File: src/rtl/te_pkg.sv
package te_pkg;

	//------------------------------------------------------------------------
	// sizes
	//------------------------------------------------------------------------
	localparam int CHANNEL_NUM = 32;    // logical channels
	localparam int PHYS_NUM    = 4;     // physical correlator slots
	localparam int COR_LATENCY = 5;     // cycles from last fifo data to correlator done
	localparam int BUF_DEPTH   = 1024;  // buffer words

	// register offsets, low 6 address bits
	localparam logic [5:0] REG_CHANNEL_ENABLE = 6'd0;
	localparam logic [5:0] REG_COH_DATA_READY = 6'd1;
	localparam logic [5:0] REG_CURR_STATE     = 6'd2;

	//------------------------------------------------------------------------
	// vector types
	//------------------------------------------------------------------------
	typedef logic [CHANNEL_NUM-1:0]         chan_mask_t;  // one bit per logical channel
	typedef logic [$clog2(CHANNEL_NUM)-1:0] chan_idx_t;
	typedef logic [PHYS_NUM-1:0]            phys_en_t;    // one bit per slot
	typedef logic [13:0]                    host_addr_t;
	typedef logic [31:0]                    host_data_t;
	typedef logic [$clog2(BUF_DEPTH)-1:0]   buf_addr_t;

	// round states, 4 bits to fit the readback field
	typedef enum logic [3:0] {
		IDLE         = 4'd0,
		START        = 4'd1,
		FIND_CHANNEL = 4'd2,
		READ_FIFO    = 4'd5,
		CORRELATION  = 4'd6,
		COR_FINISH   = 4'd9,
		TE_FINISH    = 4'd10,
		WAIT_CPU     = 4'd11,
		STAND_BY     = 4'd12
	} te_state_t;

endpackage
File: src/rtl/te_channel_finder.sv
`timescale 1ns/100ps

module te_channel_finder (
	input  logic                                  clk,
	input  logic                                  rst_b,
	input  logic                                  i_latch_mask,
	input  te_pkg::chan_mask_t                    i_channel_enable,
	input  logic                                  i_find_start,
	output logic                                  o_find_done,  // one cycle at scan end
	output logic                                  o_all_done,   // nothing left this round
	output te_pkg::phys_en_t                      o_phys_en,
	output te_pkg::chan_idx_t [te_pkg::PHYS_NUM-1:0] o_logic_index
);

	import te_pkg::*;

	chan_mask_t                    remain;     // channels not yet assigned
	chan_idx_t                     scan_ptr;
	logic [$clog2(PHYS_NUM)-1:0]   slot;       // next free physical slot
	logic                          busy;
	logic                          hit;
	logic                          last_bit;
	logic                          group_full;
	logic                          scan_end;

	assign hit        = remain[scan_ptr];
	assign last_bit   = (scan_ptr == chan_idx_t'(CHANNEL_NUM - 1));
	assign group_full = hit && (slot == $bits(slot)'(PHYS_NUM - 1));
	assign scan_end   = busy && (last_bit || group_full);

	assign o_all_done = ~(|remain);

	//------------------------------------------------------------------------
	// remaining mask
	//------------------------------------------------------------------------
	always_ff @(posedge clk or negedge rst_b) begin
		if (!rst_b) begin
			remain <= '0;
		end else if (i_latch_mask) begin
			remain <= i_channel_enable;  // snapshot at round start
		end else if (busy && hit) begin
			remain[scan_ptr] <= 1'b0;
		end
	end

	//------------------------------------------------------------------------
	// scan, one bit per cycle from index 0
	//------------------------------------------------------------------------
	always_ff @(posedge clk or negedge rst_b) begin
		if (!rst_b) begin
			busy        <= 1'b0;
			scan_ptr    <= '0;
			slot        <= '0;
			o_find_done <= 1'b0;
		end else begin
			o_find_done <= scan_end;
			if (i_find_start) begin
				busy     <= 1'b1;
				scan_ptr <= '0;
				slot     <= '0;
			end else if (busy) begin
				scan_ptr <= scan_ptr + 1'b1;
				if (hit)
					slot <= slot + 1'b1;  // wraps only when the group is full
				if (scan_end)
					busy <= 1'b0;
			end
		end
	end

	// group outputs hold from scan end until the next scan starts
	always_ff @(posedge clk or negedge rst_b) begin
		if (!rst_b) begin
			o_phys_en     <= '0;
			o_logic_index <= '0;
		end else if (i_find_start) begin
			o_phys_en     <= '0;
			o_logic_index <= '0;
		end else if (busy && hit) begin
			o_phys_en[slot]     <= 1'b1;
			o_logic_index[slot] <= scan_ptr;
		end
	end

endmodule

File: config.mk
export PLATFORM = sky130hd
export DESIGN_NAME = te_channel_finder
export DESIGN_NICKNAME = d
export VERILOG_FILES = /design/src/rtl/te_pkg.sv /design/src/rtl/te_channel_finder.sv
export SDC_FILE = /design/constraint.sdc
export NUM_CORES = 1
export LEC_CHECK = 0
export CAP_MARGIN = 20
export CORE_MARGIN = 5
export CORE_UTILIZATION = 40
export DETAILED_ROUTE_END_ITERATION = 10
export DONT_BUFFER_PORTS = 1
export GPL_ROUTABILITY_DRIVEN = 1
export PLACE_DENSITY = 0.66
export SLEW_MARGIN = 20
export SYNTH_ARGS = -nofsm -noshare
export SYNTH_HDL_FRONTEND = slang
export SYNTH_SLANG_ARGS = --single-unit
File: constraint.sdc
create_clock -name clk -period 6.15 [get_ports clk]
set_input_delay 0.3075 -clock clk [delete_from_list [all_inputs] [get_ports clk]]
set_output_delay 0.3075 -clock clk [all_outputs]
set_load 0.02 [all_outputs]
==> flow_summary.ini <==
[outcome]
status = complete, no violations

[grt]
grt_max_degree = 66
grt-ovfl-total = 0
grt.total_usage_pct = 15.9
antenna_found_initial = 0
grt_pass1_wl_mm = 12.8
grt_pass1_vias = 2352

[pwr]
power_leakage_uw = 0.00171
max-vdd-ir-drop_mv = 0.0951
power_density_nw_per_um2 = 310

[synth]
synth_fp_nets = 337
avgSynthCellArea_um2 = 12.0
synth-edff-count = 0
seq_area_frac_synth_pct = 46.6
yosys_most_used_dff = dfrtp_1
synth_top_area_cell = dfrtp_1
synth.most_common_cell = dfrtp_1
synth_cells = 292
synthArstFlopShare_pct = 100
synth-seq-cells = 65
synth_cell_type_count = 40
synth_top_area_share_pct = 46.6
synth_area_leaders = dfrtp_1, mux2i_1, a31oi_1
yosysWarnings = 0
synthTopCellsByCount = dfrtp_1, mux2i_1, a31oi_1
syn-cell-area_um2 = 3490

[clock_tree]
cts_buffer_depth = 2
cts_max_level = 3
cts_made_buffers = 9
cts.clk_slew.worst_paths_ns = 0.08
clock_latency_ns = 0.35
cts_root_buf = clkbuf_8
post_cts_buffers = 0
cts.sinks = 65
cts_tree = built

[run]
maxCapViolCount = 0

[route]
drt_iter0_drc = 137
drtAntennaViolNets = 0
finalWirelength_mm = 8.14
via_per_inst = 5.89
wl_per_cell_um = 20.6
drc_errors = 0
num_vias = 2333
first_pass_iters = 4

[layout]
multiInputGateArea_um2 = 1690
drive_above_1_share_pct = 9.38
syn2layout_area_growth_pct = 7.78
regArea_um2 = 1630
diodes = 0
nFillCells = 805
nets = 328

[placed_design]
hpwlAfterDp_mm = 5.52
place.port_buffers = 0
place_congestion = 0.765

[sta]
worst_hold_slack_ns = 0.0267
period_needed_ns = 3.02
setup_violations = 0
setup_tns_ns = 0
fmax_mhz = 331
finalMaxSlewViolations = 0
hold_violations = 0
fin_skew_ns = 0.00990
fin_crit_sh_pct = 49.1
rsz0062_at_grt = no
tightest_slew_ns = 0.859
relSlewSlack_pct = 42.6

[floorplan]
chipWidth_um = 103
die_area_um2 = 10700
rows = 34
start_util_pct = 40.6
ios = 62
die_h_um = 103
core_um2 = 8590

[critical_path]
slowest_stage = dfrtp_1
critPathArrivalTime_ns = 3.21
crit_required_ns = 6.34
max_stage_delay_ns = 0.76
end_kind = register
worstPathMaxFanout = 24
criticalPathCategory = register to register
start_kind = register
critical_path.cell_chain = mux4_1, nor2_1, a311oi_2, o31a_1, buf_4, a31oi_1
worst-r2r-cell-count = 6

[hold_path]
hold_depth = 1
min_path_type = input pin to register
-- power by group --
part	switching, µW	internal (µW)	total, µW
sequential	61.2	467	528
clock	170	249	418
combinational	117	101	218
-- cells by family after synthesis --
group,synth area share (%)
and+or+nand+nor,11.0
xor gates and xnor gates,0.753
DFF,46.6
buffers and inverters,5.02
AOI/OAI and AO/OA,11.6
muxes,21.8
adders and majority gates,3.23
-- worst max-delay path, delay by kind of cell (launching register included) --
kind                   cells  cell delay [ns]
AO/OA/AOI/OAI              3             1.31
buffers and inverters      1             0.35
flip-flops                 1             0.76
multiplexers               1             0.37
AND/OR/NAND/NOR            1             0.05
-- timing repair --
action	4_1_cts	5_1_grt
resized for setup	0	0
endpoints found under the hold margin	65	0
hold buffers	2	0
-- area by class of cell --
type / instances / area share [%]
flip-flops and latches: 65 / 43.2
well taps: 108 / 3.59
clock inverters: 5 / 2.06
multi-input cells: 194 / 44.9
clock buffers: 11 / 4.03
inverters: 10 / 0.998
repair buffers: 3 / 1.20
-- cell usage in the layout (no fill, tap or decap), types with 3 or more instances in the layout --
cell type  netlist  final
mux2i_1         58     58
mux4_1           5      5
nor2b_1          5      5
clkbuf_8         1     11
a21oi_1          4      4
nand2b_1        27     27
nor2_1           9      9
a31oi_1         32     32
o311ai_4         3      3
nand4_1          3      3
o31ai_1          3      3
dfrtp_1         65     65
ha_1             9      9
nor4_1           8      8
and2_1           3      3
inv_1           10     10
-- metrics by stage --
step	setup WS, ns	cell area (µm²)	util, %	power (µW)	std cells
floorplan	3.83	3490	-	727	292
global placement	3.24	3490	40.7	737	378
detailed placement	3.15	3490	40.7	742	378
CTS	3.12	3760	43.8	1170	396
global route	2.92	3760	43.8	1210	396
finish	3.13	3760	43.8	1160	396
-- per-layer routing --
metal  up-vias  track usage [%]  wire (µm)
li1       1062                -          -
met1      1176             20.5       3510
met2        73             25.3       3970
met3        22             3.76        476
met4         0             7.57        186
met5         -                0          0
-- state kept, by name, indices dropped and copies added (netlist names) --
register,count
busy,1
o_find_done,1
o_logic_index,20
o_phys_en,4
remain,32
scan_ptr,5
slot,2
-- path summary, 6_finish.rpt --
check | slack (ns) | startpoint | endpoint
worst max-delay path | 3.13 | scan_ptr[0]$_DFFE_PN0P_ | remain[18]$_DFFE_PN0P_
worst min-delay path | 0.03 | i_find_start | o_phys_en[2]$_DFFE_PN0P_
worst max register to register | 3.13 | scan_ptr[0]$_DFFE_PN0P_ | remain[18]$_DFFE_PN0P_
worst min register to register | 0.61 | remain[3]$_DFFE_PN0P_ | remain[3]$_DFFE_PN0P_
max in group asynchronous | 5.38 | rst_b | remain[7]$_DFFE_PN0P_
min in group asynchronous | 0.50 | rst_b | o_logic_index[8]$_DFFE_PN0P_
No activity file was read; power rests on OpenSTA's default activity.
