`src/rtl/te_pkg.sv`:
```
package te_pkg;

	//------------------------------------------------------------------------
	// sizes
	//------------------------------------------------------------------------
	localparam int CHANNEL_NUM = 32;    // logical channels
	localparam int PHYS_NUM    = 4;     // physical correlator slots
	localparam int COR_LATENCY = 5;     // cycles from last fifo data to correlator done
	localparam int BUF_DEPTH   = 1024;  // buffer words

	// register offsets, low 6 address bits
	localparam logic [5:0] REG_CHANNEL_ENABLE = 6'd0;
	localparam logic [5:0] REG_COH_DATA_READY = 6'd1;
	localparam logic [5:0] REG_CURR_STATE     = 6'd2;

	//------------------------------------------------------------------------
	// vector types
	//------------------------------------------------------------------------
	typedef logic [CHANNEL_NUM-1:0]         chan_mask_t;  // one bit per logical channel
	typedef logic [$clog2(CHANNEL_NUM)-1:0] chan_idx_t;
	typedef logic [PHYS_NUM-1:0]            phys_en_t;    // one bit per slot
	typedef logic [13:0]                    host_addr_t;
	typedef logic [31:0]                    host_data_t;
	typedef logic [$clog2(BUF_DEPTH)-1:0]   buf_addr_t;

	// round states, 4 bits to fit the readback field
	typedef enum logic [3:0] {
		IDLE         = 4'd0,
		START        = 4'd1,
		FIND_CHANNEL = 4'd2,
		READ_FIFO    = 4'd5,
		CORRELATION  = 4'd6,
		COR_FINISH   = 4'd9,
		TE_FINISH    = 4'd10,
		WAIT_CPU     = 4'd11,
		STAND_BY     = 4'd12
	} te_state_t;

endpackage
```
`src/rtl/te_regs.sv`:
```
`timescale 1ns/100ps

module te_regs (
	input  logic               clk,
	input  logic               rst_b,
	// host register port
	input  logic               i_te_reg_cs,
	input  logic               i_te_rd,
	input  logic               i_te_wr,
	input  te_pkg::host_addr_t i_te_addr,
	input  te_pkg::host_data_t i_te_d4wt,
	output te_pkg::host_data_t o_te_reg_d4rd,  // same cycle as the read
	// sequencer state for readback and the clear at start
	input  te_pkg::te_state_t  i_cur_state,
	input  te_pkg::te_state_t  i_next_state,
	// to sequencer and channel finder
	output te_pkg::chan_mask_t o_channel_enable,
	output logic               o_any_enabled,
	output logic               o_te_ready
);

	import te_pkg::*;

	logic [5:0] reg_offset;
	logic       reg_wr;
	logic       reg_rd;
	chan_mask_t coh_data_ready;

	assign reg_offset = i_te_addr[5:0];
	assign reg_wr     = i_te_reg_cs & i_te_wr;
	assign reg_rd     = i_te_reg_cs & i_te_rd;

	//------------------------------------------------------------------------
	// host written registers
	//------------------------------------------------------------------------
	always_ff @(posedge clk or negedge rst_b) begin
		if (!rst_b) begin
			o_channel_enable <= '0;
		end else if (reg_wr && (reg_offset == REG_CHANNEL_ENABLE)) begin
			o_channel_enable <= i_te_d4wt;
		end
	end

	// host write takes priority over the clear at round start
	always_ff @(posedge clk or negedge rst_b) begin
		if (!rst_b) begin
			coh_data_ready <= '0;
		end else if (reg_wr && (reg_offset == REG_COH_DATA_READY)) begin
			coh_data_ready <= i_te_d4wt;
		end else if (i_next_state == START) begin
			coh_data_ready <= '0;  // new round
		end
	end

	assign o_any_enabled = |o_channel_enable;
	assign o_te_ready    = |coh_data_ready;

	//------------------------------------------------------------------------
	// read mux
	//------------------------------------------------------------------------
	always_comb begin
		o_te_reg_d4rd = '0;
		if (reg_rd) begin
			case (reg_offset)
				REG_CHANNEL_ENABLE: o_te_reg_d4rd = o_channel_enable;
				REG_COH_DATA_READY: o_te_reg_d4rd = coh_data_ready;
				REG_CURR_STATE:     o_te_reg_d4rd = {12'h0, i_next_state, 12'h0, i_cur_state};
				default:            o_te_reg_d4rd = '0;  // unknown offset
			endcase
		end
	end

endmodule

```
`config.mk`:
```
export PLATFORM = sky130hd
export DESIGN_NAME = te_regs
export DESIGN_NICKNAME = d
export VERILOG_FILES = /design/src/rtl/te_pkg.sv /design/src/rtl/te_regs.sv
export SDC_FILE = /design/constraint.sdc
export NUM_CORES = 1
export LEC_CHECK = 0
export BUFFER_PORTS_ARGS = -buffer_cell sky130_fd_sc_hd__buf_2
export CORE_MARGIN = 2
export CORE_UTILIZATION = 32
export DETAILED_ROUTE_END_ITERATION = 6
export SLEW_MARGIN = 20
export SYNTH_ARGS = -nofsm -noshare
export SYNTH_HDL_FRONTEND = slang
export SYNTH_SLANG_ARGS = --single-unit
```
`constraint.sdc`:
```
create_clock -name clk -period 7.9 [get_ports clk]
set_clock_uncertainty 0.15 [all_clocks]
set_input_delay 1.58 -clock clk [delete_from_list [all_inputs] [get_ports clk]]
set_output_delay 1.58 -clock clk [all_outputs]
set_load 0.05 [all_outputs]
```
==> flow_summary.yaml <==
power:
  p_sw_share_pct: 32.8
  p_leak_nw: 2.47
  p_int_uw: 527
  switchingPower_uw: 257
  seqPwrFrac_pct: 46.7
  power.density_mw_per_mm2: 188
  ir_drop_mv: 0.0651
  pwr-share-comb_pct: 20.7
  p_clk_share_pct: 32.6
clock_tree:
  htreeDepth: 3
  clk_latency_ns: 0.34
  cts_tree: "done"
  cts-resized-gates: 0
  clk_pin_slew_worst_paths_ns: 0.07
  ctsHoldBuffers: 0
  cts-root-buf: "clkbuf_8"
  clkSinkCount: 64
  numCtsBuffers: 9
  cts.path.max_buffers: 2
  post_cts_buffers: 0
timing:
  rsz0062_at_grt: "no"
  slew_headroom_pct: 37.3
  worst_slew_pin_slew_ns: 0.933
  max_freq_ghz: 0.182
  tns_ns: 0
  fin_ws_ns: 2.40
  hold_ws_ns: 0.402
  layout_min_cycle_time_ns: 5.50
  slew_violations: 0
  finalHoldViolCount: 0
  setup_viol: 0
  post-route-period-util_pct: 69.6
logic_synthesis:
  syn_area_mm2: 0.00339
  syn_inst: 307
  yosys.cell_types.count: 22
  avgSynthCellArea_um2: 11.1
  synth_warnings: 0
  synth_nets: 366
  synth_seq_area_share_pct: 47.2
  ys_ff_latch: 64
placed_design:
  dp_slack_ns: 2.39
  io_buffers: 116
  gp_congestion: 0.764
  dp_hpwl_um: 6470
  placed_area_mm2: 0.00400
critical_path:
  r2r_cells: 1
  worstSetupStartpointType: "input port"
  r2r-end: "o_channel_enable[16]"
  critPathMaxStageDelay_ns: 0.84
  cpMaxStageDelayCell: "nor4_2"
  r2r-start: "o_channel_enable[16]"
  path_max_fanout: 27
  crit_type: "input port to output port"
  crit_chain: "buf_2, inv_1, nor4_2, o2bb2ai_1, buf_2"
  r2r_slack_ns: 6.92
  endpoint_kind: "output port"
  cp.required_ns: 6.17
  cpMostUsedCell: "buf_2"
  crit_arrival_ns: 3.77
status:
  outcome: "finished clean"
final_layout:
  drive_above_1_share_pct: 40.6
  fillCellCount: 1049
  diodes: 0
  layout_commonest_cell: "buf_2"
  area_delta_synth_final_pct: 22.9
  final_cell_mix: "116 x buf_2, 64 x mux2i_1, 64 x dfrtp_1"
  nNetsFinal: 476
  fin_area_mm2: 0.00417
global_route:
  grt_pass1_wl_um: 14300
  grt_pass1_vias: 2674
  grt_antenna_before_repair: 0
  grt_max_degree: 65
  grtUsageTotal_pct: 16.4
  grt.overflow.total: 0
floorplan:
  ioPinCount: 125
  rows: 37
  die_area_mm2: 0.0114
  dieHeight_um: 107
  die_width_um: 107
  fp.coreArea_mm2: 0.0103
  initial_core_util_pct: 32.9
routing:
  first_pass_iters: 4
  wire_per_inst_um: 16.7
  vias_per_cell: 4.84
  drt_wl_total_um: 9290
  drc: 0
  drtIter0Drc: 93
  num_vias: 2695
  drtAntennaViolNets: 0
hold_path:
  hp-class: "register to register"
  hold_end: "coh_data_ready[2]"
  hp-start: "coh_data_ready[2]"
  holdPathStages: 2
run:
  cap_violations: 0
==> sequential cells by signal, indices dropped and copies added, names as in the netlist <==
| name | flops |
|---|---|
| o_channel_enable | 32 |
| coh_data_ready | 32 |
==> synthesized netlist by cell type <==
cell type	count	area, um^2
or3_2	2	15.0
inv_1	33	124
nor4_1	16	100
nor2_1	24	90.1
or2_2	2	12.5
dfrtp_1	64	1600
nand4_1	4	25.0
o2bb2ai_1	8	70.1
buf_12	3	60.1
or4b_2	1	10.0
nand2_1	34	128
buf_1	1	3.75
buf_4	1	7.51
mux2i_1	64	641
nor4_4	1	21.3
mux2_1	2	22.5
clkbuf_1	5	18.8
nor4_2	1	12.5
or4_4	2	22.5
buf_2	5	25.0
buf_6	4	45.0
mux2_2	30	338
==> area by class of cell <==
class | instances | area (um^2) | share of cell area [%]
Tap cell | 136 | 170 | 4.08
Clock buffer | 12 | 155 | 3.72
Clock inverter | 3 | 17.5 | 0.420
Sequential cell | 64 | 1600 | 38.4
Timing Repair Buffer | 118 | 596 | 14.3
Inverter | 33 | 124 | 2.97
Multi-Input combinational cell | 191 | 1510 | 36.1
==> how the worst max path moves through the flow <==
stage	slack [ns]	startpoint	to	cells after the start
2_1_floorplan	2.59	i_te_addr[5]	o_te_reg_d4rd[10]	5
4_1_cts	2.40	i_te_addr[0]	o_te_reg_d4rd[2]	5
3_3_place_gp	2.43	i_te_addr[0]	o_te_reg_d4rd[2]	5
5_1_grt	2.27	i_te_addr[0]	o_te_reg_d4rd[19]	5
3_5_place_dp	2.39	i_te_addr[0]	o_te_reg_d4rd[2]	5
6_report	2.40	i_te_addr[0]	o_te_reg_d4rd[2]	5
==> logic make-up (layout without fill, tap and decap cells) <==
| family | Yosys count | in the layout | share of synthesized area (%) |
|---|---|---|---|
| mux | 96 | 96 | 29.5 |
| buf+inv | 52 | 166 | 8.37 |
| compound gates | 8 | 8 | 2.06 |
| simple gates | 87 | 87 | 12.9 |
| flops | 64 | 64 | 47.2 |
==> per-stage QoR <==
step / instances / utilization, % / total power, mW
after floorplan: 307 / - / 0.479
after global placement: 542 / 38.7 / 0.534
after detailed placement: 542 / 38.7 / 0.537
after CTS: 557 / 40.4 / 0.795
after global routing: 557 / 40.4 / 0.822
final: 557 / 40.4 / 0.784
==> layer usage <==
layer	wire [um]	global-route usage (%)	vias up	part of all wire (%)
li1	-	-	1269	-
met5	0	0	-	0
met3	571	3.34	13	6.1
met4	172	7.14	0	1.9
met1	4150	21.6	1335	45
met2	4390	26.1	78	47
==> power groups by stage <==
| stage | clock (mW) | sequential (mW) | combinational, mW |
|---|---|---|---|
| after floorplan | 0 | 0.415 | 0.0644 |
| after global placement | 0 | 0.372 | 0.163 |
| after detailed placement | 0 | 0.373 | 0.165 |
| after CTS | 0.263 | 0.366 | 0.165 |
| after global routing | 0.279 | 0.369 | 0.174 |
| final | 0.255 | 0.366 | 0.162 |
==> worst max-delay path, delay by kind of cell <==
| kind | cells | cell delay (ns) |
|---|---|---|
| AO/OA/AOI/OAI | 1 | 0.21 |
| buffers and inverters | 3 | 1.12 |
| AND/OR/NAND/NOR | 1 | 0.84 |
Note: power is estimated with default switching activity, not from simulation.
