==> src/rtl/te_pkg.sv <==
package te_pkg;

	//------------------------------------------------------------------------
	// sizes
	//------------------------------------------------------------------------
	localparam int CHANNEL_NUM = 32;    // logical channels
	localparam int PHYS_NUM    = 4;     // physical correlator slots
	localparam int COR_LATENCY = 5;     // cycles from last fifo data to correlator done
	localparam int BUF_DEPTH   = 1024;  // buffer words

	// register offsets, low 6 address bits
	localparam logic [5:0] REG_CHANNEL_ENABLE = 6'd0;
	localparam logic [5:0] REG_COH_DATA_READY = 6'd1;
	localparam logic [5:0] REG_CURR_STATE     = 6'd2;

	//------------------------------------------------------------------------
	// vector types
	//------------------------------------------------------------------------
	typedef logic [CHANNEL_NUM-1:0]         chan_mask_t;  // one bit per logical channel
	typedef logic [$clog2(CHANNEL_NUM)-1:0] chan_idx_t;
	typedef logic [PHYS_NUM-1:0]            phys_en_t;    // one bit per slot
	typedef logic [13:0]                    host_addr_t;
	typedef logic [31:0]                    host_data_t;
	typedef logic [$clog2(BUF_DEPTH)-1:0]   buf_addr_t;

	// round states, 4 bits to fit the readback field
	typedef enum logic [3:0] {
		IDLE         = 4'd0,
		START        = 4'd1,
		FIND_CHANNEL = 4'd2,
		READ_FIFO    = 4'd5,
		CORRELATION  = 4'd6,
		COR_FINISH   = 4'd9,
		TE_FINISH    = 4'd10,
		WAIT_CPU     = 4'd11,
		STAND_BY     = 4'd12
	} te_state_t;

endpackage
==> src/rtl/te_sequencer.sv <==
`timescale 1ns/100ps

module te_sequencer (
	input  logic              clk,
	input  logic              rst_b,
	input  logic              i_te_start,        // level, host trigger
	// fifo status
	input  logic              i_fifo_ready,
	input  logic              i_fifo_last_data,  // pulse
	// from registers and channel finder
	input  logic              i_any_enabled,
	input  logic              i_find_done,
	input  logic              i_all_done,
	// state for readback
	output te_pkg::te_state_t o_cur_state,
	output te_pkg::te_state_t o_next_state,
	// to channel finder
	output logic              o_latch_mask,
	output logic              o_find_start,
	// fifo strobes, registered
	output logic              o_fifo_read,
	output logic              o_fifo_rewind,
	output logic              o_fifo_skip,
	// round status
	output logic              o_te_over,
	output logic              o_te_running
);

	import te_pkg::*;

	logic [COR_LATENCY-1:0] last_data_d;
	logic                   cor_done;

	//------------------------------------------------------------------------
	// round state machine
	//------------------------------------------------------------------------
	always_ff @(posedge clk or negedge rst_b) begin
		if (!rst_b) begin
			o_cur_state <= STAND_BY;
		end else begin
			o_cur_state <= o_next_state;
		end
	end

	always_comb begin
		case (o_cur_state)
			STAND_BY:     o_next_state = i_te_start ? IDLE : STAND_BY;
			IDLE:         o_next_state = i_fifo_ready ? START : IDLE;
			START:        o_next_state = i_any_enabled ? FIND_CHANNEL : TE_FINISH;
			FIND_CHANNEL: o_next_state = i_find_done ? READ_FIFO : FIND_CHANNEL;
			READ_FIFO:    o_next_state = CORRELATION;
			CORRELATION:  o_next_state = cor_done ? COR_FINISH : CORRELATION;
			COR_FINISH:   o_next_state = i_all_done ? TE_FINISH : FIND_CHANNEL;
			TE_FINISH:    o_next_state = WAIT_CPU;
			WAIT_CPU:     o_next_state = i_te_start ? IDLE : WAIT_CPU;
			default:      o_next_state = STAND_BY;
		endcase
	end

	// correlators need COR_LATENCY cycles after the last sample
	always_ff @(posedge clk or negedge rst_b) begin
		if (!rst_b) begin
			last_data_d <= '0;
		end else begin
			last_data_d <= {last_data_d[COR_LATENCY-2:0], i_fifo_last_data};
		end
	end

	assign cor_done = last_data_d[COR_LATENCY-1];

	//------------------------------------------------------------------------
	// strobes
	//------------------------------------------------------------------------
	assign o_latch_mask = (o_next_state == START);
	assign o_find_start = (o_cur_state != FIND_CHANNEL) && (o_next_state == FIND_CHANNEL);

	// registered from next state so each lines up with its state
	always_ff @(posedge clk or negedge rst_b) begin
		if (!rst_b) begin
			o_fifo_read   <= 1'b0;
			o_fifo_rewind <= 1'b0;
			o_fifo_skip   <= 1'b0;
		end else begin
			o_fifo_read   <= (o_next_state == READ_FIFO);
			o_fifo_rewind <= (o_next_state == COR_FINISH) && !i_all_done;  // more groups left
			o_fifo_skip   <= (o_next_state == TE_FINISH);
		end
	end

	assign o_te_over    = (o_cur_state == TE_FINISH);
	assign o_te_running = (o_cur_state != STAND_BY) && (o_cur_state != WAIT_CPU);

endmodule

==> config.mk <==
export PLATFORM = sky130hd
export DESIGN_NAME = te_sequencer
export DESIGN_NICKNAME = d
export VERILOG_FILES = /design/src/rtl/te_pkg.sv /design/src/rtl/te_sequencer.sv
export SDC_FILE = /design/constraint.sdc
export NUM_CORES = 1
export LEC_CHECK = 0
export ABC_AREA = 1
export BUFFER_PORTS_ARGS = -buffer_cell sky130_fd_sc_hd__buf_2
export CAP_MARGIN = 5
export CORE_AREA = 3 3 40 42
export CTS_BUF_LIST = sky130_fd_sc_hd__clkbuf_8
export DETAILED_ROUTE_END_ITERATION = 10
export DIE_AREA = 0 0 43 45
export GPL_ROUTABILITY_DRIVEN = 0
export HOLD_SLACK_MARGIN = 0.1
export PLACE_DENSITY = 0.77
export SLEW_MARGIN = 20
export SYNTH_ARGS = -nofsm -noshare
export SYNTH_HDL_FRONTEND = slang
export SYNTH_SLANG_ARGS = --single-unit
==> constraint.sdc <==
create_clock -name clk -period 1.8 [get_ports clk]
set_input_delay 0.36 -clock clk [delete_from_list [all_inputs] [get_ports clk]]
set_output_delay 0.36 -clock clk [all_outputs]
set_load 0.02 [all_outputs]
==> metrics.csv <==
stage;metric;value;unit
critical_path;max incr delay on CP;0.61;ns
routing;1st-iter DRT viols;27;
routing;ANT nets after route;0;
routing;Vias/cell;5.04;
place;pre-CTS WS;-0.0649;ns
synthesis;#FFs+latches synth;12;
sta;final hold vios;0;
floorplanning;Core Rows;13;
global_route;vias in the first global route;657;
synthesis;share of the synthesized area in the top cell type;0.425;
worst_hold_path;Hold Path Depth;1;
sta;unrepaired setup endpoints after global routing;yes;
synthesis;largest area contributor in the netlist;dfrtp_1;
clock_network;root buf cell;clkbuf_8;
sta;Final setup viols;8;
final_layout;Final nets;126;
power_and_ir_drop;Leak;0.553;nW
sta;setup TNS;-1.54;ns
critical_path;Crit-path slowest cell;dfstp_2;
place;Post-Place Cell Area;731;µm²
critical_path;Startpoint Class;flop;
floorplanning;die area;1940;µm²
critical_path;crit-path cells;inv_2 -> nor2_4 -> o21ai_1 -> nand2_2 -> nor2_2 -> inv_1 -> nand3_2 -> nor2_4 -> buf_6;
clock_network;Worst-Skew Late Latency;0.24;ns
global_route;initial antenna violation count;0;
place;I/O Buffers;22;
synthesis;Syn Nets;85;
sta;setup ws final;-0.282;ns
floorplanning;# IOs;23;
routing;drt total wl;1810;µm
critical_path;worst path buffer plus inverter count;3;
final_layout;Non-Filler Instances;132;
synthesis;top post-synthesis cells by area;dfrtp_1, nand2_1, dfstp_2;
clock_network;Clock Tree Buf Depth;2;
final_layout;most frequent cells in the layout;buf_2, inv_1, buf_4;
clock_network;Sink Count;12;
critical_path;Req. time, crit path;1.44;ns
global_route;largest net degree at the start of global routing;13;
critical_path;Critical Path Stages;9;
clock_network;CTS tree;yes;
place;post-DP HPWL;1050;µm
final_layout;layout cells sized above 1;0.590;
sta;Fin Clk Skew;0.00164;ns
final_layout;# diodes;0;
routing;DR WL/cell;13.7;µm
floorplanning;CORE AREA;1280;µm²
clock_network;CTS buffer count;3;
sta;relative slew slack;0.795;
clock_network;H-tree levels;1;
global_route;GRT Total Usage;0.200;
sta;period utilization;1.16;
synthesis;mapped cell area;589;µm²
critical_path;CP max FO;5;
synthesis;number of standard cells after synthesis;77;
critical_path;CP dominant cell by count;nor2_4;
worst_hold_path;worst hold-check path type;in -> reg;
critical_path;Reg2Reg Depth;13;
global_route;first-pass GRT wire length;2780;µm
synthesis;Post-Synthesis Mean Instance Area;7.65;µm²
final_layout;Layout area overhead;68.8;%
routing;via count;665;
critical_path;crit path kind;reg -> out;
critical_path;Worst Path Arrival;1.72;ns
floorplanning;DIE WIDTH;43;µm
final_layout;most common cell after layout, fill and taps aside;buf_2;
routing;TritonRoute pass-1 iters;5;
sta;Max Clock Freq;0.480;GHz
sta;min cycle time layout;2.08;ns
job;MaxCap Viol Count;0;
sta;Final Max Tran Viols;0;
power_and_ir_drop;maximum VDD drop;1.69;mV
power_and_ir_drop;Total Power;2.12;mW
floorplanning;Initial Util;0.459;
power_and_ir_drop;P per Cell Area;2130;nW/µm²
critical_path;CP Capture Type;primary output;
place;dpl cells;114;
floorplanning;Die Ht;45;µm
routing;DRC Markers;0;
sta;worst slew pin tran;0.305;ns
critical_path;Crit path max-delay family;flip-flops;
synthesis;Synth cell types;13;
clock_network;clock slew at reported path FFs;0.06;ns
synthesis;Synth Warn #;0;
synthesis;sequential area share after synthesis;0.514;
global_route;grt total ovfl;0;
run_status;status;finished, violations left;
run_status;violated checks;setup timing;
final_layout;Final Instance Area;995;µm²
==> report_power, final <==
part | leakage (nW) | switching (mW) | internal [mW] | total (mW)
clock | 0.0288 | 0.106 | 0.194 | 0.300
combinational | 0.377 | 0.705 | 0.694 | 1.40
sequential | 0.147 | 0.0834 | 0.339 | 0.422
==> per-stage QoR <==
stage | util | hold slack [ns]
after global routing | 0.774 | 0.215
after floorplan | - | 0.0644
after global placement | 0.569 | 0.236
after detailed placement | 0.569 | 0.247
final | 0.774 | 0.220
after CTS | 0.735 | 0.223
==> flip-flops by register name (all words and copies together), names as in the netlist <==
signal and count:
last_data_d 5, o_cur_state 4, o_fifo_read 1, o_fifo_rewind 1, o_fifo_skip 1
==> path summary, 6_finish.rpt <==
| kind | endpoint | startpoint | slack, ns |
|---|---|---|---|
| max | o_find_start | o_cur_state[3] | -0.28 |
| min | last_data_d[0] | i_fifo_last_data | 0.22 |
| max reg2reg | o_cur_state[2] | o_cur_state[3] | -0.19 |
| min reg2reg | last_data_d[1] | last_data_d[0] | 0.35 |
| max in group asynchronous | o_cur_state[2] | rst_b | 1.02 |
| min in group asynchronous | last_data_d[2] | rst_b | 0.52 |
==> metal layers <==
metal | vias up | global-route usage | part of all wire
met2 | 36 | 0.362 | 0.51
met5 | - | 0 | 0
met1 | 304 | 0.214 | 0.38
met4 | 0 | 0.0904 | 0.029
met3 | 10 | 0.0637 | 0.088
li1 | 315 | - | -
==> final cells by class <==
class	instances	area, µm²
Clock buffer	4	55.1
Sequential cell	12	304
Fill cell	83	290
Inverter	18	67.6
Timing Repair Buffer	36	265
Multi-Input combinational cell	47	284
Tap cell	15	18.8
==> cell usage after synthesis <==
library cell	count
dfrtp_1	10
o211ai_1	1
nand3_1	9
nand3b_1	1
o21ai_0	2
inv_1	13
dfstp_2	2
nor2_1	9
inv_2	5
nor2_2	6
nand2_1	17
o21a_1	1
nand4_1	1
==> timing repair <==
action / CTS / global route
pin swaps: 5 / 6
setup endpoints to repair: 5 / 9
resized for setup: 16 / 17
hold buffers: 1 / 0
setup buffers: 13 / 3
endpoints found under the hold margin: 10 / 0
gates cloned: 0 / 0
==> cells by family (layout without fill, tap and decap cells) <==
kind of cell | count (synthesis) | in the layout | share of synthesized area
buffers and inverters | 18 | 58 | 0.115
flip-flops | 12 | 12 | 0.514
AO/OA/AOI/OAI | 4 | 4 | 0.0425
AND/OR/NAND/NOR | 43 | 43 | 0.329
Note: power is estimated with default switching activity, not from simulation.
